===== src/logic/core_pkg.sv =====
// --------------------------------------------------
// Core shared types: opcodes, formats, ALU operations,
// decode and write-back records
// --------------------------------------------------

`default_nettype none

package core_pkg;

    // Basic data types
    typedef logic [31:0] word_t;
    typedef logic [4:0]  reg_idx_t;

    // RV32 major opcodes, instruction bits 6 to 2
    typedef enum logic [4:0] {
        OPCODE_LOAD     = 5'b00000,
        OPCODE_CUSTOM_0 = 5'b00010,
        OPCODE_MISC_MEM = 5'b00011,
        OPCODE_OP_IMM   = 5'b00100,
        OPCODE_AUIPC    = 5'b00101,
        OPCODE_STORE    = 5'b01000,
        OPCODE_AMO      = 5'b01011,
        OPCODE_OP       = 5'b01100,
        OPCODE_LUI      = 5'b01101,
        OPCODE_BRANCH   = 5'b11000,
        OPCODE_JALR     = 5'b11001,
        OPCODE_JAL      = 5'b11011,
        OPCODE_SYSTEM   = 5'b11100
    } opcode_e;

    // Instruction encoding formats
    typedef enum logic [2:0] {
        INSTR_FORMAT_R,
        INSTR_FORMAT_I,
        INSTR_FORMAT_S,
        INSTR_FORMAT_B,
        INSTR_FORMAT_U,
        INSTR_FORMAT_J,
        INSTR_FORMAT_OTHER
    } instr_format_e;

    // ALU operations, exactly eight so three bits cover them
    typedef enum logic [2:0] {
        ALU_ADD,
        ALU_SUB,
        ALU_AND,
        ALU_OR,
        ALU_XOR,
        ALU_SLL,
        ALU_SRL,
        ALU_SLT
    } alu_op_e;

    // Everything the stage needs from one decoded instruction
    typedef struct packed {
        instr_format_e format;
        alu_op_e       alu_op;
        reg_idx_t      rd_idx;
        reg_idx_t      rs1_idx;
        reg_idx_t      rs2_idx;
        word_t         imm;
        logic          use_imm;
        logic          rd_we;
        logic          is_load;
        logic          is_store;
        logic          is_halt;
        logic          illegal;
    } decode_t;

    // Retire record, also the register file write port
    typedef struct packed {
        reg_idx_t rd_idx;
        word_t    value;
        logic     rd_we;
        logic     illegal;
    } wb_t;

endpackage : core_pkg

`default_nettype wire

===== src/logic/core_s2_top.sv =====
// --------------------------------------------------
// Stage 2 top: control, timer, registers, ALU, RAM
// --------------------------------------------------

`timescale 1ns/1ps
`default_nettype none

module core_s2_top #(
    parameter int DMEM_DEPTH   = 64,
    parameter int DMEM_LATENCY = 3
) (
    input  wire logic            clk,
    input  wire logic            rst_n,
    input  wire core_pkg::word_t instruction,
    input  wire logic            instr_valid,
    output logic                 ready,
    output logic                 retire,
    output core_pkg::wb_t        wb,
    output logic                 halted
);

    import core_pkg::*;

    // Register file side
    reg_idx_t rs1_idx;
    reg_idx_t rs2_idx;
    word_t    rs1_data;
    word_t    rs2_data;

    // ALU side
    alu_op_e  alu_op;
    word_t    alu_b;
    word_t    alu_result;

    // Memory side
    logic     timer_start;
    logic     timer_done;
    word_t    dmem_addr;
    word_t    dmem_wdata;
    logic     dmem_we;
    word_t    dmem_rdata;

    core_s2_control i_control (
        .clk         (clk),
        .rst_n       (rst_n),
        .instruction (instruction),
        .instr_valid (instr_valid),
        .ready       (ready),
        .retire      (retire),
        .halted      (halted),
        .rs1_idx     (rs1_idx),
        .rs2_idx     (rs2_idx),
        .rs1_data    (rs1_data),
        .rs2_data    (rs2_data),
        .alu_op      (alu_op),
        .alu_b       (alu_b),
        .alu_result  (alu_result),
        .timer_start (timer_start),
        .timer_done  (timer_done),
        .dmem_addr   (dmem_addr),
        .dmem_wdata  (dmem_wdata),
        .dmem_we     (dmem_we),
        .dmem_rdata  (dmem_rdata),
        .wb          (wb)
    );

    core_dmem_wait_timer #(
        .DMEM_LATENCY (DMEM_LATENCY)
    ) i_timer (
        .clk   (clk),
        .rst_n (rst_n),
        .start (timer_start),
        .done  (timer_done)
    );

    // Write port fed by the retire record
    core_regfile i_regfile (
        .clk      (clk),
        .rst_n    (rst_n),
        .rs1_idx  (rs1_idx),
        .rs2_idx  (rs2_idx),
        .rs1_data (rs1_data),
        .rs2_data (rs2_data),
        .wb       (wb)
    );

    core_alu i_alu (
        .a      (rs1_data),
        .b      (alu_b),
        .op     (alu_op),
        .result (alu_result)
    );

    core_dmem #(
        .DMEM_DEPTH (DMEM_DEPTH)
    ) i_dmem (
        .clk   (clk),
        .rst_n (rst_n),
        .addr  (dmem_addr),
        .wdata (dmem_wdata),
        .we    (dmem_we),
        .rdata (dmem_rdata)
    );

endmodule : core_s2_top

`default_nettype wire


===== src/logic/core_s2_control.sv =====
// --------------------------------------------------
// Stage 2 control with the instruction latch, decode
// and the FSM that sequences execute, memory wait and retire
// --------------------------------------------------

`timescale 1ns/1ps
`default_nettype none

module core_s2_control (
    input  wire logic               clk,
    input  wire logic               rst_n,

    // Outside instruction strobe
    input  wire core_pkg::word_t    instruction,
    input  wire logic               instr_valid,
    output logic                    ready,
    output logic                    retire,
    output logic                    halted,

    // Register file and ALU
    output core_pkg::reg_idx_t      rs1_idx,
    output core_pkg::reg_idx_t      rs2_idx,
    input  wire core_pkg::word_t    rs1_data,
    input  wire core_pkg::word_t    rs2_data,
    output core_pkg::alu_op_e       alu_op,
    output core_pkg::word_t         alu_b,
    input  wire core_pkg::word_t    alu_result,

    // Memory timer and data RAM
    output logic                    timer_start,
    input  wire logic               timer_done,
    output core_pkg::word_t         dmem_addr,
    output core_pkg::word_t         dmem_wdata,
    output logic                    dmem_we,
    input  wire core_pkg::word_t    dmem_rdata,

    // Retire record
    output core_pkg::wb_t           wb
);

    import core_pkg::*;

    typedef enum logic [2:0] {
        INIT,
        HALT,
        FETCH_NEXT,
        WAIT_ON_L1DCACHE,
        FINISH_CURRENT_AND_FETCH_NEXT
    } state_e;

    state_e  state_q;
    state_e  state_d;
    word_t   instr_q;
    decode_t dec;
    decode_t dec_in;
    logic    accept;

    // Full decode of one instruction word
    function automatic decode_t decode_word(input word_t instr);
        opcode_e    opc;
        logic [2:0] funct3;
        logic       supported;
        decode_t    d;
        opc       = opcode_e'(instr[6:2]);
        funct3    = instr[14:12];
        d         = '0;
        d.rd_idx  = instr[11:7];
        d.rs1_idx = instr[19:15];
        d.rs2_idx = instr[24:20];
        // Opcodes recognised at all whether executed or not
        case (opc)
            OPCODE_LOAD, OPCODE_CUSTOM_0, OPCODE_MISC_MEM, OPCODE_OP_IMM,
            OPCODE_AUIPC, OPCODE_STORE, OPCODE_AMO, OPCODE_OP, OPCODE_LUI,
            OPCODE_BRANCH, OPCODE_JALR, OPCODE_JAL, OPCODE_SYSTEM: supported = 1'b1;
            default:                                              supported = 1'b0;
        endcase
        d.illegal = !supported || (instr[1:0] != 2'b11) || (instr == '0) || (instr == '1);
        case (opc)
            OPCODE_OP, OPCODE_AMO:                                    d.format = INSTR_FORMAT_R;
            OPCODE_LOAD, OPCODE_MISC_MEM, OPCODE_OP_IMM, OPCODE_JALR: d.format = INSTR_FORMAT_I;
            OPCODE_STORE:                                             d.format = INSTR_FORMAT_S;
            OPCODE_BRANCH:                                            d.format = INSTR_FORMAT_B;
            OPCODE_LUI, OPCODE_AUIPC:                                 d.format = INSTR_FORMAT_U;
            OPCODE_JAL:                                               d.format = INSTR_FORMAT_J;
            default:                                                  d.format = INSTR_FORMAT_OTHER;
        endcase
        // Sign-extended immediate by format
        case (d.format)
            INSTR_FORMAT_I: d.imm = {{20{instr[31]}}, instr[31:20]};
            INSTR_FORMAT_S: d.imm = {{20{instr[31]}}, instr[31:25], instr[11:7]};
            INSTR_FORMAT_B: d.imm = {{19{instr[31]}}, instr[31], instr[7],
                                     instr[30:25], instr[11:8], 1'b0};
            INSTR_FORMAT_U: d.imm = {instr[31:12], 12'b0};
            INSTR_FORMAT_J: d.imm = {{11{instr[31]}}, instr[31], instr[19:12],
                                     instr[20], instr[30:21], 1'b0};
            default:        d.imm = '0;
        endcase
        // Bit 30 only selects SUB for register forms
        d.alu_op = ALU_ADD;
        if (opc == OPCODE_OP || opc == OPCODE_OP_IMM) begin
            case (funct3)
                3'b000:  d.alu_op = (opc == OPCODE_OP && instr[30]) ? ALU_SUB : ALU_ADD;
                3'b001:  d.alu_op = ALU_SLL;
                3'b010:  d.alu_op = ALU_SLT;
                3'b100:  d.alu_op = ALU_XOR;
                3'b101:  d.alu_op = ALU_SRL;
                3'b110:  d.alu_op = ALU_OR;
                3'b111:  d.alu_op = ALU_AND;
                default: d.alu_op = ALU_ADD;
            endcase
        end
        // Only register-register ops take rs2 into the ALU
        d.use_imm = (opc != OPCODE_OP);
        if (!d.illegal) begin
            d.is_load  = (opc == OPCODE_LOAD);
            d.is_store = (opc == OPCODE_STORE);
            d.is_halt  = (opc == OPCODE_CUSTOM_0);
            d.rd_we    = (opc inside {OPCODE_OP, OPCODE_OP_IMM, OPCODE_LUI, OPCODE_LOAD})
                         && (d.rd_idx != '0);
        end
        return d;
    endfunction

    // Incoming word steers acceptance while the latched word drives execution
    assign dec_in = decode_word(instruction);
    assign dec    = decode_word(instr_q);
    assign accept = ready && instr_valid;

    always_ff @(posedge clk or negedge rst_n) begin
        if (!rst_n) begin
            state_q <= INIT;
        end else begin
            state_q <= state_d;
        end
    end

    // Instruction register
    always_ff @(posedge clk) begin
        if (accept) begin
            instr_q <= instruction;
        end
    end

    always_comb begin
        state_d = state_q;
        case (state_q)
            INIT:       state_d = FETCH_NEXT;
            HALT:       state_d = HALT;
            FETCH_NEXT: begin
                if (accept) begin
                    if (dec_in.is_halt) begin
                        state_d = HALT;
                    end else if (dec_in.is_load || dec_in.is_store) begin
                        state_d = WAIT_ON_L1DCACHE;
                    end else begin
                        state_d = FINISH_CURRENT_AND_FETCH_NEXT;
                    end
                end
            end
            WAIT_ON_L1DCACHE: begin
                if (timer_done) begin
                    state_d = FINISH_CURRENT_AND_FETCH_NEXT;
                end
            end
            FINISH_CURRENT_AND_FETCH_NEXT: state_d = FETCH_NEXT;
            // Corrupted state stops the stage for good
            default:    state_d = HALT;
        endcase
    end

    assign ready  = (state_q == FETCH_NEXT);
    assign retire = (state_q == FINISH_CURRENT_AND_FETCH_NEXT);
    assign halted = (state_q == HALT);

    // Operand routing
    assign rs1_idx = dec.rs1_idx;
    assign rs2_idx = dec.rs2_idx;
    assign alu_op  = dec.alu_op;
    assign alu_b   = dec.use_imm ? dec.imm : rs2_data;

    // Memory address is rs1 plus offset from the ALU
    assign timer_start = accept && (dec_in.is_load || dec_in.is_store);
    assign dmem_addr   = alu_result;
    assign dmem_wdata  = rs2_data;
    assign dmem_we     = (state_q == WAIT_ON_L1DCACHE) && timer_done && dec.is_store;

    // Write-back enables only live during retire
    assign wb.rd_idx  = dec.rd_idx;
    assign wb.value   = (dec.format == INSTR_FORMAT_U) ? dec.imm :
                        dec.is_load                   ? dmem_rdata : alu_result;
    assign wb.rd_we   = retire && dec.rd_we;
    assign wb.illegal = retire && dec.illegal;

    // Timer only finishes while control waits on it
    assert property (@(posedge clk) disable iff (!rst_n)
        timer_done |-> (state_q == WAIT_ON_L1DCACHE))
        else $error("memory timer done outside the memory wait");

    assert property (@(posedge clk) disable iff (!rst_n)
        state_q inside {INIT, HALT, FETCH_NEXT, WAIT_ON_L1DCACHE,
                        FINISH_CURRENT_AND_FETCH_NEXT})
        else $error("control FSM in an illegal state");

endmodule : core_s2_control

`default_nettype wire


===== src/logic/core_dmem.sv =====
// --------------------------------------------------
// Word-addressed data RAM with registered read
// --------------------------------------------------

`timescale 1ns/1ps
`default_nettype none

module core_dmem #(
    parameter int DMEM_DEPTH = 64
) (
    input  wire logic            clk,
    input  wire logic            rst_n,
    input  wire core_pkg::word_t addr,
    input  wire core_pkg::word_t wdata,
    input  wire logic            we,
    output core_pkg::word_t      rdata
);

    import core_pkg::*;

    localparam int IDX_W = (DMEM_DEPTH > 1) ? $clog2(DMEM_DEPTH) : 1;

    word_t            mem [DMEM_DEPTH];
    logic [IDX_W-1:0] idx;

    // Word index from the byte address, wrapping at the depth
    assign idx = IDX_W'(addr[31:2] % DMEM_DEPTH);

    always_ff @(posedge clk) begin
        if (we) begin
            mem[idx] <= wdata;
        end
    end

    // Read every cycle so data is ready when the wait ends
    always_ff @(posedge clk or negedge rst_n) begin
        if (!rst_n) begin
            rdata <= '0;
        end else begin
            rdata <= mem[idx];
        end
    end

    // Only full-word stores exist
    assert property (@(posedge clk) disable iff (!rst_n) we |-> (addr[1:0] == 2'b00))
        else $error("misaligned store address %h", addr);

endmodule : core_dmem

`default_nettype wire


===== src/logic/core_dmem_wait_timer.sv =====
// --------------------------------------------------
// Data memory wait timer, counts the fixed latency
// --------------------------------------------------

`timescale 1ns/1ps
`default_nettype none

module core_dmem_wait_timer #(
    parameter int DMEM_LATENCY = 3
) (
    input  wire logic clk,
    input  wire logic rst_n,
    input  wire logic start,
    output logic      done
);

    // Wide enough to hold the full latency
    localparam int CNT_W = $clog2(DMEM_LATENCY + 1);

    logic [CNT_W-1:0] count_q;

    always_ff @(posedge clk or negedge rst_n) begin
        if (!rst_n) begin
            count_q <= '0;
        end else if (start) begin
            count_q <= CNT_W'(DMEM_LATENCY);
        end else if (count_q != '0) begin
            count_q <= count_q - 1'b1;
        end
    end

    // Last cycle of the wait
    assign done = (count_q == CNT_W'(1));

    // Control must not restart a running access
    assert property (@(posedge clk) disable iff (!rst_n) start |-> (count_q == '0))
        else $error("timer started while still counting");

endmodule : core_dmem_wait_timer

`default_nettype wire


===== src/logic/core_regfile.sv =====
// --------------------------------------------------
// Register file, 2 read ports and 1 write port
// --------------------------------------------------

`timescale 1ns/1ps
`default_nettype none

module core_regfile (
    input  wire logic               clk,
    input  wire logic               rst_n,
    input  wire core_pkg::reg_idx_t rs1_idx,
    input  wire core_pkg::reg_idx_t rs2_idx,
    output core_pkg::word_t         rs1_data,
    output core_pkg::word_t         rs2_data,
    input  wire core_pkg::wb_t      wb
);

    import core_pkg::*;

    // x1 to x31 only, x0 has no storage
    word_t regs [1:31];

    // Write on retire, x0 writes dropped
    always_ff @(posedge clk or negedge rst_n) begin
        if (!rst_n) begin
            for (int i = 1; i < 32; i++) begin
                regs[i] <= '0;
            end
        end else if (wb.rd_we && (wb.rd_idx != '0)) begin
            regs[wb.rd_idx] <= wb.value;
        end
    end

    // Asynchronous reads, x0 reads as zero
    always_comb begin
        if (rs1_idx == '0) begin
            rs1_data = '0;
        end else begin
            rs1_data = regs[rs1_idx];
        end
        if (rs2_idx == '0) begin
            rs2_data = '0;
        end else begin
            rs2_data = regs[rs2_idx];
        end
    end

endmodule : core_regfile

`default_nettype wire


===== src/logic/core_alu.sv =====
// --------------------------------------------------
// Combinational ALU for the supported RV32I ops
// --------------------------------------------------

`timescale 1ns/1ps
`default_nettype none

module core_alu (
    input  wire core_pkg::word_t   a,
    input  wire core_pkg::word_t   b,
    input  wire core_pkg::alu_op_e op,
    output core_pkg::word_t        result
);

    import core_pkg::*;

    logic [4:0] shamt;

    // Shift amount is the low 5 bits of the second operand
    assign shamt = b[4:0];

    always_comb begin
        case (op)
            ALU_ADD: begin
                result = a + b;
            end
            ALU_SUB: begin
                result = a - b;
            end
            ALU_AND: begin
                result = a & b;
            end
            ALU_OR: begin
                result = a | b;
            end
            ALU_XOR: begin
                result = a ^ b;
            end
            ALU_SLL: begin
                result = a << shamt;
            end
            // Logical right shift, zero fill
            ALU_SRL: begin
                result = a >> shamt;
            end
            // Signed compare, result is 0 or 1
            ALU_SLT: begin
                result = {31'b0, ($signed(a) < $signed(b))};
            end
            default: begin
                result = '0;
            end
        endcase
    end

endmodule : core_alu

`default_nettype wire


===== config.mk =====
export PLATFORM = sky130hd
export DESIGN_NAME = core_s2_top
export DESIGN_NICKNAME = d
export VERILOG_FILES = /design/src/logic/core_pkg.sv /design/src/logic/core_s2_top.sv /design/src/logic/core_s2_control.sv /design/src/logic/core_dmem.sv /design/src/logic/core_dmem_wait_timer.sv /design/src/logic/core_regfile.sv /design/src/logic/core_alu.sv
export SDC_FILE = /design/constraint.sdc
export NUM_CORES = 2
export LEC_CHECK = 0
export BUFFER_PORTS_ARGS = -buffer_cell sky130_fd_sc_hd__buf_2
export CELL_PAD_IN_SITES_DETAIL_PLACEMENT = 0
export CELL_PAD_IN_SITES_GLOBAL_PLACEMENT = 1
export CORE_MARGIN = 2
export CORE_UTILIZATION = 25
export CTS_CLUSTER_DIAMETER = 60
export DETAILED_ROUTE_END_ITERATION = 12
export PLACE_DENSITY_LB_ADDON = 0.1
export SLEW_MARGIN = 20
export SYNTH_ARGS = -nofsm -noshare
export SYNTH_HDL_FRONTEND = slang
export SYNTH_SLANG_ARGS = --single-unit

===== constraint.sdc =====
create_clock -name clk -period 10.8 [get_ports clk]
set_input_delay 0.54 -clock clk [delete_from_list [all_inputs] [get_ports clk]]
set_output_delay 0.54 -clock clk [all_outputs]
set_load 0.01 [all_outputs]

# Word level (Yosys, flattened, before mapping)
# Memories as Yosys holds them, arrays and structs flattened. A register that Yosys moved wholly into a read port is not among the register bits.
# Cells that the tools add are included.
# totals
ff_bits	1029
ramBits	2048
rom_bits	160
input_bits	35
output_inout_bits	42
memories	4
# op_classes
n_addsub	3
magnitude_cmp	5
eq_ne	37
shift	2
muxes	32
bitwise	6
reduce_logical	36
# mem_list
memory	words	width	read_ports	rd_ports_with_merged_regs	wr	line	rtl
i_dmem.mem	64	32	1	1	1	core_dmem.sv:23	word_t mem [DMEM_DEPTH];
(name not given)	32	3	1	1	0	core_s2_control.sv:78	case (opc)
(name not given)	32	1	1	1	0	core_s2_control.sv:71	case (opc)
(name not given)	32	1	1	0	0	core_s2_control.sv:71	
# ops
op	count
992-bit bitwise mux	1
32-bit binary-select mux with 5-bit select	2
32-bit two-way mux	10
32-bit one-hot mux with 8 select lines	1
32-bit demux with 5-bit select	1
32-bit one-hot mux with 5 select lines	1
32-bit == test, second input constant	2
32-bit logical NOT	2
3-bit == test, second input constant	11
32-bit adder	1
32-bit bitwise AND	1
32-bit < comparator	1
32-bit OR	1
32-bit by 5-bit left shift with 32-bit output	1
32-bit by 5-bit right shift with 32-bit output	1
32-bit subtractor	1
32-bit XOR	1
3-bit by 2-bit == test with 1-bit output, second input constant	7
3-bit one-hot mux with 7 select lines	1
5-bit by 4-bit == test with 1-bit output, second input constant	4
5-bit logical NOT	4
6-bit >= comparator, second input constant	3
3-bit two-way mux	6
5-bit NOT with 6-bit output	3
other kinds (23)	54

# Longest topological paths before layout
# depth
word_depth	11
ltp_mapped	31

# By module
# Synthesis repeated with hierarchy kept, for this count alone.
# unflattened
cells_unflattened	10161
area_unflattened_um2	143856.7
# by_module_without_submodules
module	instances	cells_per_inst	area_per_inst_um2	seq_area_each_um2
core_dmem	1	4409	78711.7	62299.8
core_regfile	1	4066	53385.0	24823.8
core_alu	1	1226	8050.2	0.0
core_s2_control	1	449	3592.2	1116.1
core_dmem_wait_timer	1	11	117.6	50.0

# Worst setup path after synthesis
# OpenSTA, ideal clock, no wires.
# synth_path
path_kind	reg2reg
start	register i_control.instr_q[20]
end	memory i_dmem.mem[17][0] in the netlist's numbering, enable pin
setup_ns	0.421
t_arrival_ns	8.543
required_time_ns	10.379
setup_slack_ns	1.836
stages_incl_launch_ff	27
path_cell_list	edfxtp_1 > buf_6 > buf_6 > buf_4 > buf_4 > buf_2 > mux4_2 > nand3_1 > a31oi_1 > o21bai_2 > buf_2 > buf_2 > buf_2 > buf_2 > ha_1 > a21boi_0 > o21ai_0 > a31o_2 > o31ai_1 > o311ai_1 > a211oi_1 > a22o_1 > buf_2 > nand3_1 > buf_2 > clkbuf_1 > nor2_1
# synth_via
elab_chain_len	8
word_cells_on_any_way	24
classes_between	add/sub (2); eq/ne (1); shift (2); mux (10); bitwise (4); reduce/logical (5)
# synth_rtl
item	line	rtl
from (decl)	core_s2_control.sv:53	word_t instr_q;
from (signal assigned)	core_s2_control.sv:140	instr_q <= instruction;
5-bit NOT with 6-bit output (implied by the code)	core_regfile.sv:44	rs2_data = regs[rs2_idx];
32-bit binary-select mux with 5-bit select	core_regfile.sv:44	
32-bit two-way mux (implied by the code) (2 in series)	core_regfile.sv:44	
32-bit two-way mux (*)	core_regfile.sv:41	if (rs2_idx == '0) begin
via dmem_wdata[3]	core_s2_top.sv:39	word_t dmem_wdata;
32-bit two-way mux (*)	core_s2_control.sv:179	assign alu_b = dec.use_imm ? dec.imm : rs2_data;
32-bit subtractor (tied with other cells)	core_alu.sv:28	result = a - b;
32-bit one-hot mux with 8 select lines (*)	core_alu.sv:23	case (op)
to (decl)	core_dmem.sv:23	
# The timed path passes the listed nets; every way through them passes the cells marked *. The select of a mux whose other input is x is not followed.

==> key figures <==
Global route
  – First-pass GRT wire length: 920000 µm
  – Initial antenna violation count: 55
  – Gr usage total: 0.228
  – Gr ovfl total: 0
  – Pin count of the biggest net entering global routing: 170
  – Vias in the first global route: 102000

Pwr
  – Design Power: 26500 µW
  – Leak: 0.0618 µW
  – Peak supply drop: 0.193 mV
  – Cell Pwr Density: 156 mW/mm²

Synthesis
  – Cell taking the most area after synthesis: edfxtp_1
  – Post-synthesis xor/xnor area fraction: 0.00110
  – Async set-or-reset flop fraction in the synthesized netlist: 0.331
  – Largest family of logic cells by synthesized area: multiplexers
  – Syn Area/Cell: 12.1 µm²
  – Syn Inst Count: 11800
  – Sequential share of the synthesized area: 0.614
  – Cell Area, Synth: 0.144 mm²
  – Share of the synthesized area in the top cell type: 0.434
  – Syn nets: 12000
  – Mux share of post-synthesis cell area: 0.119
  – Seq cells post-synth: 3113
  – Simple-Gate Fraction of Synth Area: 0.117
  – Most area-consuming cells after synthesis: edfxtp_1, dfrtp_1, nand2_1, mux4_2, mux2i_1
  – Post-Synth Adder-Cell Area: 0.00950
  – Top_reg_cell synth: edfxtp_1
  – Compound-Gate Fraction of Synth Area: 0.104
  – Post-synth EDFFs: 2080
  – Yosys cell types: 115
  – Synth warn: 0

STA
  – Count of final setup violators: 0
  – Minimum clock period: 10250 ps
  – Relative slew slack: 0.157
  – Tcrit/Tclk final: 0.950
  – Setup TNS: 0 ps
  – Fin. max-slew vios: 0
  – Least-Margin Pin Slew: 1260 ps
  – Worst Clk Skew: 107 ps
  – RSZ-0062 raised after global routing: false
  – Final hold violations: 0
  – Max Fclk: 97.5 MHz

Critical path
  – CP endpoint: wb[31]
  – Worst R2R End: i_dmem.rdata[26]
  – Slowest cell on the critical path: edfxtp_1
  – Reg2reg setup slack: 1090 ps
  – CP Class: reg2out
  – CP bufs+invs: 6
  – Critical Path Stages: 23
  – Slowest stage delay, CP: 1030 ps
  – Crit-path cells: buf_4 -> buf_12 -> mux4_2 -> mux4_2 -> a22o_2 -> buf_4 -> and2_1 -> a31oi_1 -> ha_1 -> inv_1 -> a21oi_1 -> o41ai_1 -> o211ai_1 -> a41oi_1 -> o41ai_1 -> a31oi_1 -> o21ai_0 -> a31o_2 -> a31oi_1 -> o211a_1 -> or4_1 -> inv_1 -> buf_2
  – Reg2Reg Depth: 25
  – Critical path's most frequent cell: a31oi_1
  – Data arrival, critical path: 9710 ps
  – CP Capture Type: primary output
  – Crit-path max FO: 65
  – R2R Path Start: i_control.instr_q[20]
  – Required @ worst endpoint: 10260 ps
  – CP startpoint: i_control.instr_q[20]
  – Critical Path Source Type: flop
  – Cell family with most CP delay: compound AO/OA/AOI/OAI gates

Detailed routing
  – Vias per Instance: 5.17
  – Drt wl/cell: 34.1 µm
  – Pre-Repair DR Iteration Count: 7
  – DR top layer: met5
  – Routed met3 length: 30000 µm
  – Final antenna-violating net count: 0
  – M1 wire length: 296000 µm
  – Via Count: 103000
  – Starting DRT DRC Count: 9385
  – Routed wl met2: 327000 µm
  – DRC: 0
  – Final wirelength: 679000 µm

CTS
  – Clock sinks: 3113
  – Clk_lat worst skew: 1050 ps
  – Setup Buffers After CTS: 0
  – Root Buffer: clkbuf_16
  – Maximum root-to-sink buffer count: 4
  – Cts bufs inserted: 406
  – CTS resizes: 0
  – CTS tree: built
  – H-tree Lvls: 5
  – Clock transition at path regs: 60 ps

Final layout
  – Ratio of cells with drive above 1 in the final layout: 0.168
  – Area growth syn-to-layout: 18.0%
  – Layout Nets: 12100
  – Storage cell area: 0.0883 mm²
  – Area of the multi-input gates: 0.0519 mm²
  – Fin cells: 19900
  – FILL cells: 58000

Floorplan
  – Initial Util: 0.251
  – Core Area: 0.573 mm²
  – I/O pins: 77
  – Die area: 0.581 mm²
  – Die H: 762 µm
  – Die width: 762 µm
  – Cell row count: 278

Outcome
  – Status: finished, final reports clean

Placed design
  – Routability cong.: 0.905
  – HPWL after detailed placement: 423000 µm
  – Inst Count DP: 19100
  – Port Buffer Count: 76

Job
  – Total of max-cap violations: 0

Hold path
  – Min-delay worst type: in2async
-- what timing repair did --
| action | CTS | global route |
|---|---|---|
| hold buffers | 34 | 0 |
| hold endpoints to repair | 119 | 0 |
| setup endpoints to repair | 0 | 0 |
-- cell usage in the layout, fill, tap and decap left out, types with 32 or more instances in the layout --
master,n
nand2_1,2758
o21ai_0,1025
o221ai_1,45
a211oi_1,32
clkinv_2,59
mux2_2,138
bufinv_16,40
a22oi_1,88
clkinv_1,62
nand3_1,459
mux4_2,434
and3_1,60
dfrtp_1,1029
nor2_4,80
o22ai_1,49
clkbuf_1,89
ha_1,106
buf_4,442
dlygate4sd3_1,34
buf_12,81
a31oi_1,167
inv_1,151
o211ai_1,167
nor2_1,278
mux2i_1,580
clkbuf_16,413
nor3_1,36
a21oi_1,205
edfxtp_1,2080
nand4_1,85
a221oi_1,65
buf_2,75
a32oi_1,129
a22o_1,47
-- registers in the layout, summed over array words and instances, names as in the netlist, named ones only --
name,count
i_dmem.rdata,32
i_regfile.regs,992
i_timer.count_q,2
i_control.dec,3
i_control.state_q,3
i_control.instr_q,32
i_dmem.mem,2048
-- kinds of logic after synthesis --
| group | after synthesis |
|---|---|
| AO/OA/AOI/OAI | 2338 |
| XOR/XNOR | 18 |
| adder cells (fa/ha/maj) | 108 |
| buffers and inverters | 1108 |
| flip-flops | 3113 |
| multiplexers | 1155 |
| AND/OR/NAND/NOR | 4002 |
-- synthesized netlist by cell type (all sizes together) (45+ instances only) --
master  instances
nand3         469
mux2i         582
a21oi         208
o22ai          51
mux4          435
o211ai        168
buf           439
a31oi         172
ha            106
a32oi         130
and3           60
mux2          138
nand2        2797
a221oi         68
a22o           59
nor2          366
dfrtp        1029
o21ai        1047
clkbuf        497
nand4          85
a22oi          88
o221ai         47
edfxtp       2080
inv           171
nor3           45
-- layout make-up --
cell class	count	area share
Sequential cell	3113	0.520
Tap cell	7560	0.0558
Antenna cell	19	0.000280
Inverter	172	0.00385
Multi-Input combinational cell	7621	0.306
Clock inverter	220	0.0145
Clock buffer	533	0.0654
Timing Repair Buffer	637	0.0340
-- per-stage QoR --
stage	worst slack (ps)	cell area, µm²	utilization	hold WS, ps
final	545	170000	0.296	169
after global routing	89.6	170000	0.296	205
after CTS	468	170000	0.296	133
after detailed placement	1420	156000	0.272	486
after global placement	1230	156000	0.271	473
after floorplan	1840	144000	-	244
-- report_power, final --
group / switching (µW) / internal, µW / total (µW)
Clock: 5610 / 8200 / 13800
Combinational: 99.7 / 18.9 / 119
Sequential: 0 / 12600 / 12600
-- worst min path at each step --
stage	startpoint	end	slack, ps	cells after the start
after floorplan	rst_n	i_control.state_q[0]	240	0
after global placement	i_regfile.regs[315]	i_regfile.regs[315]	470	2
after detailed placement	i_regfile.regs[387]	i_regfile.regs[387]	490	2
after CTS	rst_n	i_regfile.regs[342]	130	2
after global routing	rst_n	i_regfile.regs[17]	200	2
final	rst_n	i_regfile.regs[81]	170	2
-- metal layers --
layer | up-vias | global-route usage
li1 | 44200 | -
met1 | 54600 | 0.305
met2 | 3022 | 0.385
met3 | 855 | 0.0252
met4 | 6 | 0.0740
met5 | - | 0
(Power assumes the default switching activity.)
